==> src/logic/pcap_pkg.sv <==
// Shared widths, word and record types, capture and emitter state enums
package pcap_pkg;

    // Output word geometry
    localparam int WORD_BYTES = 8;

    typedef logic [8*WORD_BYTES-1:0] word_t;
    typedef logic [WORD_BYTES-1:0]   keep_t;

    // Frame length counter
    localparam int LEN_W = 16;

    typedef logic [LEN_W-1:0] len_t;

    // Nanoseconds in the upper half, seconds in the lower half
    typedef logic [63:0] ts_t;

    // One committed frame waiting for emission
    typedef struct packed {
        ts_t  ts;
        len_t len;
    } meta_t;

    typedef enum logic [1:0] {
        CAP_IDLE,
        CAP_FRAME,
        CAP_SKIP
    } capture_state_e;

    typedef enum logic [1:0] {
        EMIT_IDLE,
        EMIT_TS,
        EMIT_LEN,
        EMIT_DATA
    } emit_state_e;

endpackage

==> src/logic/pcap_ifs.sv <==
// Capture-to-buffer and buffer-to-emitter interfaces with their modports
`timescale 1ns/1ps

interface capture_if;
    import pcap_pkg::*;

    logic  wr_valid;
    word_t wr_data;
    keep_t wr_keep;
    ts_t   wr_ts;
    len_t  wr_len;
    // Frame verdict, valid together with the final word
    logic  commit;
    logic  discard;

    modport drv (output wr_valid, wr_data, wr_keep, wr_ts, wr_len, commit, discard);
    modport rcv (input  wr_valid, wr_data, wr_keep, wr_ts, wr_len, commit, discard);
endinterface


==> src/logic/frame_capture.sv <==
// Capture stage: timestamp sampling, length count, byte packing and frame verdict
`timescale 1ns/1ps

module frame_capture (
    input  logic        axi_clk,
    input  logic        axi_rst,
    input  logic        enable,
    input  logic [7:0]  rx_data,
    input  logic        rx_valid,
    input  logic        rx_last,
    input  logic        rx_error,
    input  logic [31:0] ts_sec,
    input  logic [31:0] ts_nsec,
    output logic        start_packet,
    capture_if.drv      cap
);
    import pcap_pkg::*;

    localparam int LANE_W = $clog2(WORD_BYTES);
    localparam logic [LANE_W-1:0] LAST_LANE = LANE_W'(WORD_BYTES - 1);

    capture_state_e    state;
    logic [LANE_W-1:0] lane;
    word_t             acc_data;
    word_t             word_next;
    keep_t             acc_keep;
    keep_t             keep_next;
    len_t              len_cnt;
    len_t              len_next;
    ts_t               ts_q;
    logic              err_q;
    logic              err_next;
    logic              first_byte;
    logic              take_byte;
    logic              word_done;
    logic              wr_valid_q;
    logic              commit_q;
    logic              discard_q;

    // A frame is accepted only if enable is high on its first byte
    assign first_byte = rx_valid && (state == CAP_IDLE) && enable;
    assign take_byte  = first_byte || (rx_valid && (state == CAP_FRAME));
    assign word_done  = (lane == LAST_LANE) || rx_last;
    assign err_next   = rx_error || (err_q && !first_byte);
    assign len_next   = first_byte ? len_t'(1) : len_cnt + 1'b1;

    // First byte of a word lands in bits 7:0
    always_comb begin
        word_next = (lane == '0) ? '0 : acc_data;
        keep_next = (lane == '0) ? '0 : acc_keep;
        word_next[lane*8 +: 8] = rx_data;
        keep_next[lane]        = 1'b1;
    end

    always_ff @(posedge axi_clk) begin
        if (axi_rst) begin
            state        <= CAP_IDLE;
            lane         <= '0;
            err_q        <= 1'b0;
            start_packet <= 1'b0;
            wr_valid_q   <= 1'b0;
            commit_q     <= 1'b0;
            discard_q    <= 1'b0;
        end else begin
            start_packet <= first_byte;
            wr_valid_q   <= take_byte && word_done;
            commit_q     <= take_byte && rx_last && !err_next;
            discard_q    <= take_byte && rx_last && err_next;
            if (take_byte) begin
                err_q <= err_next;
                lane  <= word_done ? '0 : lane + 1'b1;
            end
            case (state)
                CAP_IDLE: begin
                    if (rx_valid && !rx_last) begin
                        state <= enable ? CAP_FRAME : CAP_SKIP;
                    end
                end
                CAP_FRAME, CAP_SKIP: begin
                    if (rx_valid && rx_last) begin
                        state <= CAP_IDLE;
                    end
                end
                default: state <= CAP_IDLE;
            endcase
        end
    end

    // Accumulators stay valid for the cycle after a word completes
    always_ff @(posedge axi_clk) begin
        if (take_byte) begin
            acc_data <= word_next;
            acc_keep <= keep_next;
            len_cnt  <= len_next;
        end
        if (first_byte) begin
            ts_q <= {ts_nsec, ts_sec};
        end
    end

    assign cap.wr_valid = wr_valid_q;
    assign cap.wr_data  = acc_data;
    assign cap.wr_keep  = acc_keep;
    assign cap.wr_ts    = ts_q;
    assign cap.wr_len   = len_cnt;
    assign cap.commit   = commit_q;
    assign cap.discard  = discard_q;

    // Bytes of one frame arrive back to back up to rx_last
    assert property (@(posedge axi_clk) disable iff (axi_rst)
        $rose(rx_valid) |-> (state != CAP_FRAME))
    else $error("rx_valid rose again inside a frame before rx_last");

endmodule

==> src/flat_wrapper.sv <==
// flat-port wrapper written by rule: the top's interface ports become plain ports
module frame_capture_flat import pcap_pkg::*;
  (axi_clk, axi_rst, enable, rx_data, rx_valid, rx_last, rx_error, ts_sec, ts_nsec, start_packet, cap_wr_valid, cap_wr_data, cap_wr_keep, cap_wr_ts, cap_wr_len, cap_commit, cap_discard);
  capture_if cap_i ();
  input  logic axi_clk;
  input  logic axi_rst;
  input  logic enable;
  input  logic [7:0] rx_data;
  input  logic rx_valid;
  input  logic rx_last;
  input  logic rx_error;
  input  logic [31:0] ts_sec;
  input  logic [31:0] ts_nsec;
  output logic start_packet;
  output wire logic [$bits(cap_i.wr_valid)-1:0] cap_wr_valid;
  output wire logic [$bits(cap_i.wr_data)-1:0] cap_wr_data;
  output wire logic [$bits(cap_i.wr_keep)-1:0] cap_wr_keep;
  output wire logic [$bits(cap_i.wr_ts)-1:0] cap_wr_ts;
  output wire logic [$bits(cap_i.wr_len)-1:0] cap_wr_len;
  output wire logic [$bits(cap_i.commit)-1:0] cap_commit;
  output wire logic [$bits(cap_i.discard)-1:0] cap_discard;
  assign cap_wr_valid = cap_i.wr_valid;
  assign cap_wr_data = cap_i.wr_data;
  assign cap_wr_keep = cap_i.wr_keep;
  assign cap_wr_ts = cap_i.wr_ts;
  assign cap_wr_len = cap_i.wr_len;
  assign cap_commit = cap_i.commit;
  assign cap_discard = cap_i.discard;
  frame_capture u_core (.axi_clk(axi_clk), .axi_rst(axi_rst), .enable(enable), .rx_data(rx_data), .rx_valid(rx_valid), .rx_last(rx_last), .rx_error(rx_error), .ts_sec(ts_sec), .ts_nsec(ts_nsec), .start_packet(start_packet), .cap(cap_i));
endmodule
==> config.mk <==
export PLATFORM = sky130hd
export DESIGN_NAME = frame_capture_flat
export DESIGN_NICKNAME = d
export VERILOG_FILES = /design/src/logic/pcap_pkg.sv /design/src/logic/pcap_ifs.sv /design/src/logic/frame_capture.sv /design/src/flat_wrapper.sv
export SDC_FILE = /design/constraint.sdc
export NUM_CORES = 1
export LEC_CHECK = 0
export ABC_CLOCK_PERIOD_IN_PS = 5800
export BUFFER_PORTS_ARGS = -buffer_cell sky130_fd_sc_hd__buf_2
export CORE_ASPECT_RATIO = 1.75
export CORE_UTILIZATION = 55
export CTS_BUF_LIST = sky130_fd_sc_hd__clkbuf_8
export DETAILED_ROUTE_END_ITERATION = 8
export GPL_TIMING_DRIVEN = 0
export HOLD_SLACK_MARGIN = 0.06
export MAX_ROUTING_LAYER = met4
export PLACE_DENSITY = 0.94
export SLEW_MARGIN = 5
export SYNTH_ARGS = -nofsm -noshare
export SYNTH_HDL_FRONTEND = slang
export SYNTH_SLANG_ARGS = --single-unit
export TNS_END_PERCENT = 10
==> constraint.sdc <==
create_clock -name axi_clk -period 5.8 [get_ports axi_clk]
set_input_delay 0.29 -clock axi_clk [delete_from_list [all_inputs] [get_ports axi_clk]]
set_output_delay 0.29 -clock axi_clk [all_outputs]
set_load 0.1 [all_outputs]
==> flow_summary.json <==
{
  "crit_path_end_kind": "flop",
  "drt-initial-drc-count": 435,
  "cts_setup_buffers": 0,
  "cp.required_ns": 5.90,
  "first_global_vias": 4855,
  "slew_headroom_pct": 22.4,
  "ant_nets": 0,
  "vdd_ir_drop_max_mv": 0.245,
  "fillers": 553,
  "p_per_area_nw_per_um2": 333,
  "fin_util_pct": 79.3,
  "area.sequential_um2": 4760,
  "synth_area_leaders": "edfxtp_1 74%, and2_1 6.7%, dfxtp_1 3.2%",
  "io_buffers": 231,
  "setup_viol": 0,
  "antenna_found_initial": 2,
  "ctsHtreeMaxLevel": 4,
  "ys.flop_type": "edfxtp_1",
  "synth_mux_area_share_pct": 0.828,
  "fin_nets": 779,
  "die_width_um": 82.2,
  "num_rows": 50,
  "yosysTopAreaCell": "edfxtp_1",
  "synth_cell_types": 44,
  "post_drt_via_cell_ratio": 5.72,
  "synth_compound_area_share_pct": 4.26,
  "core-area_um2": 10800,
  "maxCapViolations": 0,
  "path_class": "reg -> reg",
  "finalCritPeriodShare_pct": 53.5,
  "r2r_end": "u_core.cap.wr_data[14]",
  "period_minus_slack_ns": 3.10,
  "clk_latency_ns": 0.47,
  "cts_buffers": 17,
  "multi_input_area_um2": 1330,
  "yosys.area.top_type_share_pct": 73.7,
  "hold_violations": 0,
  "ys_seq_elements": 162,
  "hold_buffers": 64,
  "min_path_type": "in -> reg",
  "drt_pass1_iterations": 5,
  "synth_simple_gate_area_share_pct": 14.4,
  "syn-num-nets": 464,
  "start_kind": "flop",
  "start_util_pct": 57.3,
  "synth_top_family_by_area": "simple AND/OR/NAND/NOR gates",
  "status": "completed",
  "clock_skew_ns": 0.0246,
  "via_count": 4792,
  "clockBufferDepth": 2,
  "cts.sink_count": 162,
  "gp_congestion": 0.877,
  "cts_tree": "yes",
  "max_freq_mhz": 323,
  "worstMarginPinSlew_ns": 1.16,
  "drive_above_1_share_pct": 39.9,
  "drc_errors": 0,
  "synth-edff-count": 152,
  "yosysMostFrequentCell": "edfxtp_1",
  "min_from": "rx_error",
  "syn_area_um2": 6200,
  "r2r-start": "u_core.lane[0]",
  "slew_viol_final": 0,
  "die_h_um": 142,
  "post-dp-hpwl_um": 10900,
  "seq_area_frac_synth_pct": 76.9,
  "path_max_fanout": 10,
  "r2r_cells": 8,
  "synthXorXnorAreaFrac_pct": 0.424,
  "track_usage_pct": 35.0,
  "syn2layout_area_growth_pct": 38.6,
  "cts_resized": 0,
  "clk_pin_slew_ns": 0.10,
  "synth_cells": 378,
  "crit_arrival_ns": 3.20,
  "rsz0062_at_grt": "false",
  "routedWlPerCell_um": 22.7,
  "ys_top_cells_by_count": "152 x edfxtp_1, 66 x and2_1, 15 x nor2_1",
  "final.setup.tns_ns": 0,
  "grt_pass1_wl_um": 27600,
  "hold_ws_ns": 0.157,
  "dieArea_um2": 11700,
  "ioPinCount": 234,
  "final_area_um2": 8590,
  "min_path_cells": 3,
  "ys_warn_count": 0,
  "place_area_um2": 7540,
  "grt.overflow.total": 0,
  "power.leakage_nw": 3.53,
  "clockRootBuffer": "clkbuf_8",
  "syn_avg_cell_area_um2": 16.4,
  "async_flop_share_pct": 0,
  "synthAdderAreaFrac_pct": 1.62,
  "wl_um": 19000,
  "grt_max_degree": 61,
  "worst-r2r-setup-slack_ns": 2.70,
  "min_to": "u_core.err_q"
}
placed cells by master (no fill, tap or decap), types with 3 or more instances in the layout:
master / instances
or4_1: 3
inv_8: 5
dlygate4sd3_1: 64
ha_1: 8
inv_6: 5
nor2_1: 15
clkbuf_8: 17
nand4_1: 7
a32o_1: 5
o21ai_0: 6
nand3_1: 5
a21oi_1: 13
dfxtp_1: 10
mux2i_1: 4
buf_2: 235
nand2_1: 11
o31ai_1: 3
clkbuf_2: 4
nand2b_1: 6
o21a_1: 5
edfxtp_1: 152
nor3_1: 4
and2_1: 66
inv_1: 10
nor4_1: 5
critical path: stages (launching register included):
cell      delay, ns
dfxtp_1        0.43
buf_2          0.31
inv_1          0.16
ha_1           0.25
ha_1           0.47
and4b_1        0.25
clkbuf_1       0.26
nor2_1         0.09
nor2_1         0.53
logic make-up (layout without fill, tap and decap cells):
group | after synthesis | after routing
mux | 5 | 5
simple gates | 139 | 139
fa+ha+maj | 8 | 8
flops | 162 | 162
other cells | 0 | 2
buf+inv | 22 | 350
xor+xnor | 3 | 3
compound gates | 39 | 39
cell type report:
type	instances	share of cell area, %
Timing Repair Buffer	296	21.2
Sequential cell	162	55.5
Clock inverter	15	1.89
Tap cell	130	1.89
Antenna cell	2	0.0583
Multi-Input combinational cell	194	15.5
Clock buffer	17	2.72
Buffer	11	0.685
Inverter	11	0.495
per-stage QoR:
| step | worst slack, ns | power (mW) | cells |
|---|---|---|---|
| floorplan | 2.81 | 1.86 | 378 |
| global placement | 2.24 | 1.96 | 739 |
| detailed placement | 2.77 | 1.98 | 740 |
| CTS | 2.77 | 2.81 | 836 |
| global route | 2.51 | 2.93 | 838 |
| finish | 2.70 | 2.86 | 838 |
worst max path at each step:
stage	startpoint	end	slack, ns	cells after the start
after CTS	u_core.lane[0]	u_core.cap.wr_data[15]	2.77	8
after detailed placement	u_core.lane[0]	u_core.cap.wr_data[41]	2.77	7
after floorplan	u_core.state[0]	u_core.cap.wr_ts[0]	2.81	5
after global placement	u_core.state[0]	u_core.cap.wr_ts[16]	2.24	5
after global routing	u_core.lane[0]	u_core.cap.wr_data[14]	2.51	8
final	u_core.lane[0]	u_core.cap.wr_data[14]	2.70	8
registers in the layout, indices dropped and copies added, names as in the netlist:
name	flops
u_core.cap.commit	1
u_core.cap.discard	1
u_core.cap.wr_data	64
u_core.cap.wr_keep	8
u_core.cap.wr_len	16
u_core.cap.wr_ts	64
u_core.cap.wr_valid	1
u_core.err_q	1
u_core.lane	3
u_core.start_packet	1
u_core.state	2
metal layers:
metal / GRT usage, % / wire, µm
met3: 9.04 / 1440
met2: 58.6 / 10200
met5: - / 0
met1: 35.5 / 6320
met4: 21.5 / 1000
power breakdown:
part | switching [mW] | internal (mW)
Clock | 0.493 | 0.362
Combinational | 0.516 | 0.112
Sequential | 0.0306 | 1.35
Total | 1.04 | 1.82
No activity file was read; power rests on OpenSTA's default activity.
