--- config.mk ---
export PLATFORM = sky130hd
export DESIGN_NAME = record_emitter_flat
export DESIGN_NICKNAME = d
export VERILOG_FILES = /design/src/logic/pcap_pkg.sv /design/src/logic/pcap_ifs.sv /design/src/logic/record_emitter.sv /design/src/flat_wrapper.sv
export SDC_FILE = /design/constraint.sdc
export NUM_CORES = 1
export LEC_CHECK = 0
export ABC_AREA = 0
export BUFFER_PORTS_ARGS = -buffer_cell sky130_fd_sc_hd__buf_2
export CAP_MARGIN = 20
export CORE_AREA = 4 4 89 91
export CTS_CLUSTER_DIAMETER = 100
export CTS_CLUSTER_SIZE = 10
export DETAILED_ROUTE_END_ITERATION = 8
export DIE_AREA = 0 0 93 95
export HOLD_SLACK_MARGIN = 0.02
export PLACE_DENSITY = 0.59
export SETUP_SLACK_MARGIN = 0.3
export SLEW_MARGIN = 20
export SYNTH_ARGS = -nofsm -noshare
export SYNTH_HDL_FRONTEND = slang
export SYNTH_SLANG_ARGS = --single-unit
--- constraint.sdc ---
create_clock -name axi_clk -period 3.65 [get_ports axi_clk]
set_clock_uncertainty 0.1 [all_clocks]
set_input_delay 0.73 -clock axi_clk [delete_from_list [all_inputs] [get_ports axi_clk]]
set_output_delay 0.73 -clock axi_clk [all_outputs]
set_load 0.005 [all_outputs]
--- src/logic/pcap_pkg.sv ---
// Shared widths, word and record types, capture and emitter state enums
package pcap_pkg;

    // Output word geometry
    localparam int WORD_BYTES = 8;

    typedef logic [8*WORD_BYTES-1:0] word_t;
    typedef logic [WORD_BYTES-1:0]   keep_t;

    // Frame length counter
    localparam int LEN_W = 16;

    typedef logic [LEN_W-1:0] len_t;

    // Nanoseconds in the upper half, seconds in the lower half
    typedef logic [63:0] ts_t;

    // One committed frame waiting for emission
    typedef struct packed {
        ts_t  ts;
        len_t len;
    } meta_t;

    typedef enum logic [1:0] {
        CAP_IDLE,
        CAP_FRAME,
        CAP_SKIP
    } capture_state_e;

    typedef enum logic [1:0] {
        EMIT_IDLE,
        EMIT_TS,
        EMIT_LEN,
        EMIT_DATA
    } emit_state_e;

endpackage

--- src/logic/pcap_ifs.sv ---


interface record_if;
    import pcap_pkg::*;

    // Head of the committed record queue
    logic  meta_valid;
    meta_t meta;
    // Word at the buffer read pointer
    word_t rd_data;
    keep_t rd_keep;
    logic  rd_last;
    logic  meta_pop;
    logic  rd_advance;

    modport src (output meta_valid, meta, rd_data, rd_keep, rd_last,
                 input  meta_pop, rd_advance);
    modport snk (input  meta_valid, meta, rd_data, rd_keep, rd_last,
                 output meta_pop, rd_advance);
endinterface

--- src/logic/record_emitter.sv ---
// Emitter stage: record FSM sending timestamp, length and data words, plus busy
`timescale 1ns/1ps

module record_emitter (
    input  logic            axi_clk,
    input  logic            axi_rst,
    record_if.snk           rec,
    output pcap_pkg::word_t m_tdata,
    output pcap_pkg::keep_t m_tkeep,
    output logic            m_tvalid,
    output logic            m_tlast,
    input  logic            m_tready,
    output logic            busy
);
    import pcap_pkg::*;

    emit_state_e state;
    emit_state_e state_next;
    word_t       len_word;
    logic        accept;

    assign accept = m_tvalid && m_tready;

    // Length zero-extended to 32 bits, repeated in both halves
    assign len_word = {{(32 - LEN_W){1'b0}}, rec.meta.len, {(32 - LEN_W){1'b0}}, rec.meta.len};

    // Header is done once the length word goes out
    assign rec.meta_pop   = (state == EMIT_LEN) && accept;
    assign rec.rd_advance = (state == EMIT_DATA) && accept;

    assign busy = rec.meta_valid || (state != EMIT_IDLE);

    // Outputs depend only on state and buffer head, so they hold without accept
    always_comb begin
        m_tvalid = state != EMIT_IDLE;
        m_tdata  = rec.meta.ts;
        m_tkeep  = '1;
        m_tlast  = 1'b0;
        case (state)
            EMIT_LEN: begin
                m_tdata = len_word;
            end
            EMIT_DATA: begin
                m_tdata = rec.rd_data;
                m_tkeep = rec.rd_keep;
                m_tlast = rec.rd_last;
            end
            default: begin
                m_tdata = rec.meta.ts;
            end
        endcase
    end

    always_comb begin
        state_next = state;
        case (state)
            EMIT_IDLE: begin
                if (rec.meta_valid) begin
                    state_next = EMIT_TS;
                end
            end
            EMIT_TS: begin
                if (accept) begin
                    state_next = EMIT_LEN;
                end
            end
            EMIT_LEN: begin
                if (accept) begin
                    state_next = EMIT_DATA;
                end
            end
            EMIT_DATA: begin
                // Next record follows directly when one is waiting
                if (accept && rec.rd_last) begin
                    state_next = rec.meta_valid ? EMIT_TS : EMIT_IDLE;
                end
            end
            default: state_next = EMIT_IDLE;
        endcase
    end

    always_ff @(posedge axi_clk) begin
        if (axi_rst) begin
            state <= EMIT_IDLE;
        end else begin
            state <= state_next;
        end
    end

    assert property (@(posedge axi_clk) disable iff (axi_rst)
        (m_tvalid && !m_tready) |=> (m_tvalid && $stable(m_tdata)))
    else $error("m_tdata changed while stalled");

endmodule

--- src/flat_wrapper.sv ---
// flat-port wrapper written by rule: the top's interface ports become plain ports
module record_emitter_flat import pcap_pkg::*;
  (axi_clk, axi_rst, m_tdata, m_tkeep, m_tvalid, m_tlast, m_tready, busy, rec_meta_valid, rec_meta, rec_rd_data, rec_rd_keep, rec_rd_last, rec_meta_pop, rec_rd_advance);
  record_if rec_i ();
  input  logic axi_clk;
  input  logic axi_rst;
  output pcap_pkg::word_t m_tdata;
  output pcap_pkg::keep_t m_tkeep;
  output logic m_tvalid;
  output logic m_tlast;
  input  logic m_tready;
  output logic busy;
  input wire logic [$bits(rec_i.meta_valid)-1:0] rec_meta_valid;
  input wire logic [$bits(rec_i.meta)-1:0] rec_meta;
  input wire logic [$bits(rec_i.rd_data)-1:0] rec_rd_data;
  input wire logic [$bits(rec_i.rd_keep)-1:0] rec_rd_keep;
  input wire logic [$bits(rec_i.rd_last)-1:0] rec_rd_last;
  output wire logic [$bits(rec_i.meta_pop)-1:0] rec_meta_pop;
  output wire logic [$bits(rec_i.rd_advance)-1:0] rec_rd_advance;
  assign rec_i.meta_valid = rec_meta_valid;
  assign rec_i.meta = rec_meta;
  assign rec_i.rd_data = rec_rd_data;
  assign rec_i.rd_keep = rec_rd_keep;
  assign rec_i.rd_last = rec_rd_last;
  assign rec_meta_pop = rec_i.meta_pop;
  assign rec_rd_advance = rec_i.rd_advance;
  record_emitter u_core (.axi_clk(axi_clk), .axi_rst(axi_rst), .rec(rec_i), .m_tdata(m_tdata), .m_tkeep(m_tkeep), .m_tvalid(m_tvalid), .m_tlast(m_tlast), .m_tready(m_tready), .busy(busy));
endmodule
==> metrics, run 1 <==
Seq/Total Area, Yosys=0.0344; FF-to-FF End=u_core.state[0]; hold path endpoint=u_core.state[1]; Core Region=just over 0.007 mm^2; Avg WL per Cell=between 15 and 20 um; die width=about 93 um; Post-Syn Area=0.00116 mm^2; hold_ws=0.470 ns; CTS H-Tree Depth=1; status=complete, no violations; Post-Synth XOR/XNOR Area=0; hold-fix buffers at CTS=0; max FFs per register=2; first-pass GRT wire length=just over 10 mm; biggest regs=u_core.state: 2 flops; Vias per Instance=between 4 and 5; Final period util=0.798; Worst R2R Path Depth=6; Longest Clk Path Bufs=2; CP Class=flip-flop to primary output; fin cells=approximately 480; share of cells above drive strength 1=0.639; share of the synthesized area in the top cell type=0.275; number of enable flip-flop cells after synthesis=0; top post-synthesis cells by count=32 x a221o_1, 26 x nand2b_1, 18 x a22o_1; placed insts=approximately 480; #FFs+latches synth=2; Inserted Clock Buffers=3; Hold Startpoint=u_core.state[1]; Overflow after GRT=0; Tot Pwr=1.21 mW; syn_nets=around 320; sink count of the clock tree=2; Clk Latency, worst-skew pair=around 0.21 ns; vias in the first global route=a little over 2000; reg2reg start=u_core.state[0]; P_leak=approximately 1.4 nW; met3 Usage GRT=0.0335; initial DRC count=81; post-CTS resize count=0; pin count of the biggest net entering global routing=51; GPL Wtd Cong=approximately 0.90; Root Driver=clkbuf_8; WP data arrival=~2.1 ns; Syn Area/Cell=just over 7 um^2; I/O Pins=roughly 230; Most flops, register=u_core.state; fmax=about 340 MHz; drt pass-1 iters=4; Max-Cap Viols=0; Detailed Route WL=between 7 and 8 mm; Relative slew margins=0.657; Total GRT Usage=0.140; M1 GR Usage=0.182; warnings from Yosys=0; synth unique cells=22; fin. max-slew vios=0; Setup crit end kind=primary output; Tmin final=just under 3 ns; antenna viol nets, final=0; adder-cell share of the synthesized area=0.0538; Via Count=approximately 2200; row cnt=31; # setup viols final=0; Area contributors post-synth=a221o_1 28%, nand2b_1 14%, a22o_1 14%, and2_1 9.1%, o21ai_1 6.0%; HP Class=flip-flop to flip-flop; setup slack, reg-to-reg=between 1.5 and 2 ns; initial core utilization=0.163; Worst Max-Slew Pin Slew=about 0.5 ns; cell taking the most area after synthesis=a221o_1; GR Util met2=0.246; busiest grt layer=met2; Mapped Cells=roughly 160; I/O Buffers=~230; top-count cell post-synth=a221o_1; Peak VDD IR=just under 400 uV; Post-CTS Setup Bufs=0; final hold violations=0; post-synthesis compound-gate area fraction=0.490; DIE AREA=roughly 0.0088 mm^2; Synth Flop Type=dfxtp_1; Final #Nets=~550; HPWL after detailed placement=6.08 mm; CTS clk-pin slew, worst paths=0.03 ns; Hold Path Stages=2; antenna fix cells=0; DRC=0; crit-path max FO=between 40 and 50; design area=0.00245 mm^2; Setup crit start kind=flip-flop; Die Span Y=between 90 and 100 um; main combinational cell family by area after synthesis=compound AO/OA/AOI/OAI gates; Placed Area=0.00241 mm^2; post-synthesis mux area share=0.0183; Req. time, crit path=2.82 ns; FFs w/ async S/R, synth=0; Power Dens Cells=496 mW/mm^2; simple logic cell fraction of the synthesized area=0.316; initial antenna violation count=1; CTS tree=yes; TNS Setup=0 ns; Layout Area Growth over Synthesis=110%; unrepaired setup endpoints after global routing=false
## power breakdown
group / internal (mW) / leakage [nW] / switching (mW)
Clock: 0.0697 / 0.0216 / 0.0165
Sequential: 0.0325 / 0.0165 / 0.0168
Combinational: 0.556 / 1.37 / 0.524
Total: 0.658 / 1.40 / 0.557
## per-stage QoR
stage	utilization	setup slack, ns
after floorplan	-	1.53
after global placement	0.337	0.984
after detailed placement	0.337	0.923
after CTS	0.343	0.691
after global routing	0.343	0.558
final	0.343	0.737
## layer usage
metal  share of wire  wire length [um]
met1            0.40              2920
met5          0.0018                13
met4               0                 0
met3            0.10               738
met2            0.49              3560
## worst max path at each step
stage                               start          end  slack (ns)
after floorplan           u_core.state[0]   m_tdata[0]        1.53
after global placement    u_core.state[0]  m_tdata[36]        0.98
after detailed placement  u_core.state[1]   m_tdata[4]        0.92
after CTS                 u_core.state[1]   m_tdata[4]        0.69
after global routing      u_core.state[0]   m_tdata[4]        0.56
final                     u_core.state[1]   m_tdata[4]        0.74
## cells in the final DEF (no fill, tap or decap)
master      n
a221o_1    32
a31oi_1     1
nor2_1      1
ha_1        4
o21ai_1    14
mux2i_1     1
mux2_1      1
buf_4       3
and3_1      2
nor3_2      1
a22o_1     18
a32oi_2     1
dfxtp_1     2
nand2_1    14
clkbuf_8    3
nand2b_2    1
inv_1       4
nand2b_1   26
buf_2     233
nor2_4      1
ha_4        1
and2_1     17
nand3_1     1
## final cells by class
cell class | instances | area [um^2]
clock buffer | 3 | 41.3
fill | 811 | 4690
inverter | 4 | 15.0
multi-input combinational | 137 | 1040
sequential | 2 | 40.0
tap | 99 | 124
timing repair buffer | 236 | 1190
## worst max-delay path, cell delays in order, from the launching register on
cell     delay [ns]
dfxtp_1        0.42
ha_4           0.50
buf_4          0.50
a221o_1        0.29
buf_2          0.15
## logic make-up (layout without fill, tap and decap cells)
kind of cell / Yosys count / in the layout
compound gates: 66 / 66
fa+ha+maj: 5 / 5
buf+inv: 22 / 243
flops: 2 / 2
mux: 2 / 2
simple gates: 64 / 64
No activity file was read; power rests on OpenSTA's default activity.
==> inputs of run 2 (changes only) <==
Settings changed: ABC_AREA 0 to 1, CORE_AREA 4 4 89 91 to 4 4 88 90, DIE_AREA 0 0 93 95 to 0 0 92 94, PLACE_DENSITY 0.59 to 0.6.
Clock period 3.65 ns to 2.8 ns, I/O delays scaled along.
==> run 2 against run 1 <==
  * Cell area fell by 1.6%
  * Synthesized cell count rose by 30%
  * Area after synthesis rose by 1.7%
  * Combinational power rose by 16%
  * Setup slack got worse by 0.29 ns
  * Via count rose by 5.6%
  * Global-route usage fell by 0.52 points
  * Cell count rose by 10%
  * Power rose by 17%
  * First-iteration DRC count fell by 46%
  * Routed wire length fell by 9.5%
  * Register-to-register slack got worse by 0.72 ns
  * Largest power group unchanged
  * Highest routed layer is now met4
==> metrics, run 2 <==
Longest Clk Path Bufs=2 (unchanged); status=complete, no violations; top post-synthesis cells by count=87 x nand2_1, 37 x nand3_1, 32 x a22o_1; Root Driver=clkbuf_8; Seq. cell area=40.0 um^2 (unchanged); slowest cell on the critical path=dfxtp_1; most frequent cells in the layout=233 x buf_2, 87 x nand2_1, 37 x nand3_1, 32 x a22o_1, 12 x inv_1; Avg WL per Cell=12.3 um (-18%); antenna viol nets, final=0 (unchanged); HP Class=input pin to flip-flop; max FFs per register=2 (unchanged); I/O Buffers=233 (unchanged); row cnt=31 (unchanged); number of enable flip-flop cells after synthesis=0 (unchanged); Overflow after GRT=0 (unchanged); final hold violations=0 (unchanged); Setup crit end kind=primary output; Post-CTS Setup Bufs=0 (unchanged); vias in the first global route=2213 (+8.9%); # setup viols final=0 (unchanged); pin count of the biggest net entering global routing=66 (+29%); CP peak stage delay=0.37 ns (-0.13 ns); fin. max-slew vios=0 (unchanged); CTS H-Tree Depth=1 (unchanged); initial DRC count=44 (-46%); Max-Cap Viols=0 (unchanged); share of the synthesized area in the top cell type=0.276 (+0.000630); Die Span Y=94 um (-1.1%); share of cells above drive strength 1=0.581 (-0.0577); Synth Flop Type=dfxtp_1; Seq/Total Area, Yosys=0.0338 (-0.000582); Setup crit start kind=flip-flop; DIE AREA=0.00865 mm^2 (-2.1%); Tot Pwr=1.42 mW (+17%); Post-Syn Area=0.00118 mm^2 (+1.7%); area occupied by multi-input gates=947 um^2 (-8.9%); GPL Wtd Cong=0.793 (-12%); Req. time, crit path=2.14 ns (-0.68 ns); Tmin final=between 2 and 2.5 ns; I/O Pins=234 (unchanged); top-count cell post-synth=nand2_1; Final period util=0.842; antenna fix cells=0 (unchanged); sink count of the clock tree=2 (unchanged); Detailed Route WL=6.54 mm (-9.5%); drt pass-1 iters=5 (+1); hold-fix buffers at CTS=0 (unchanged); Crit path max-delay family=buffers and inverters; synth unique cells=16 (-27%); Layout Area Growth over Synthesis=104%; Mapped Cells=209 (+30%); #FFs+latches synth=2 (unchanged); WP data arrival=1.70 ns (-0.38 ns); Most flops, register=u_core.state; unrepaired setup endpoints after global routing=false; Vias per Instance=4.28 (-4.3%); Area contributors post-synth=nand2_1 28%, a22o_1 24%, nand3_1 16%, ha_1 5.3%, buf_6 4.8%; Power Dens Cells=589 mW/mm^2 (+19%); FFs w/ async S/R, synth=0 (unchanged); Core Region=0.00706 mm^2 (-1.1%); Final #Nets=596 (+9.2%); Inserted Clock Buffers=3 (unchanged); DRC=0 (unchanged); most common cell after layout, fill and taps aside=buf_2; warnings from Yosys=0 (unchanged); Relative slew margins=0.765 (+0.108); initial core utilization=0.168 (+0.00463); P_leak=1.55 nW (+11%); Total GRT Usage=0.135 (-0.00523); Clk Latency, worst-skew pair=0.21 ns (about the same); TNS Setup=0 ns (unchanged); post-CTS resize count=0 (unchanged); fmax=approximately 420 MHz; Syn Area/Cell=5.66 um^2 (-22%); CP Class=flip-flop to primary output; first-pass GRT wire length=9.64 mm (-5.7%); CTS clk-pin slew, worst paths=0.03 ns (about the same); crit-path max FO=33 (-30%); Fill cells=794 (-2.1%); crit path cell chain=ha_2 -> buf_4 -> inv_2 -> or2_2 -> buf_2; syn_nets=371 (+15%); die width=92 um (-1.1%); HPWL after detailed placement=5.47 mm (-10%); Worst Max-Slew Pin Slew=0.353 ns (-0.161 ns); CP bufs+invs=3 (+1); hold_ws=0.498 ns (+0.0282 ns); initial antenna violation count=0 (-1); Peak VDD IR=313 uV (-21%); cell taking the most area after synthesis=nand2_1; CTS tree=yes; biggest regs=u_core.state: 2 flops; Via Count=2275 (+5.6%)
-- run 2: cell count changes after synthesis, moves of 8 or more --
cell	before	now
inv_1	4	12
nand3_1	1	37
o21ai_1	14	0
a221o_1	32	0
a22o_1	18	32
or2_2	0	8
nand2b_1	26	0
and2_1	17	0
nand2_1	14	87
-- run 2: cells by family after synthesis --
group	synth area share
fa+ha+maj	0.0529
compound gates	0.245
buf+inv	0.168
flops	0.0338
simple gates	0.500
-- run 2: final cells by class --
cell class	instances	share of cell area
clock buffer	3	0.0171
inverter	13	0.0202
sequential	2	0.0166
multi-input combinational	177	0.393
tap	99	0.0514
timing repair buffer	237	0.502
-- run 2: final timing paths --
| kind | from | end | slack (ns) | depth (start not counted) |
|---|---|---|---|---|
| setup / recovery | u_core.state[0] | m_tkeep[5] | 0.44 | 5 |
| hold / removal | axi_rst | u_core.state[1] | 0.50 | 4 |
| setup reg to reg | u_core.state[0] | u_core.state[0] | 1.03 | 7 |
| hold reg to reg | u_core.state[1] | u_core.state[1] | 0.58 | 4 |
-- run 2: worst min-delay path, cell delays in order --
cell	delay, ns
buf_2	0.07
inv_1	0.04
nand2_1	0.05
nor2_1	0.04
-- run 2: metal layers --
metal,global-route usage,vias up,routed length (um)
met1,0.145,991,2390
li1,-,1150,-
met2,0.265,129,3450
met5,0,-,0
met4,0.0433,0,66
met3,0.0240,5,646
-- run 2: power breakdown --
part	leakage, nW	switching (mW)	internal (mW)	total (mW)
Sequential	0.0167	0.0114	0.0408	0.0522
Combinational	1.51	0.659	0.595	1.25
Clock	0.0216	0.0224	0.0909	0.113
-- run 2: per-stage QoR --
step	cell area (um^2)	util	worst slack [ns]	std cells
floorplan	1180	-	0.851	209
global placement	2370	0.336	0.691	528
detailed placement	2370	0.336	0.638	528
CTS	2410	0.341	0.412	531
global route	2410	0.341	0.320	531
finish	2410	0.341	0.443	531
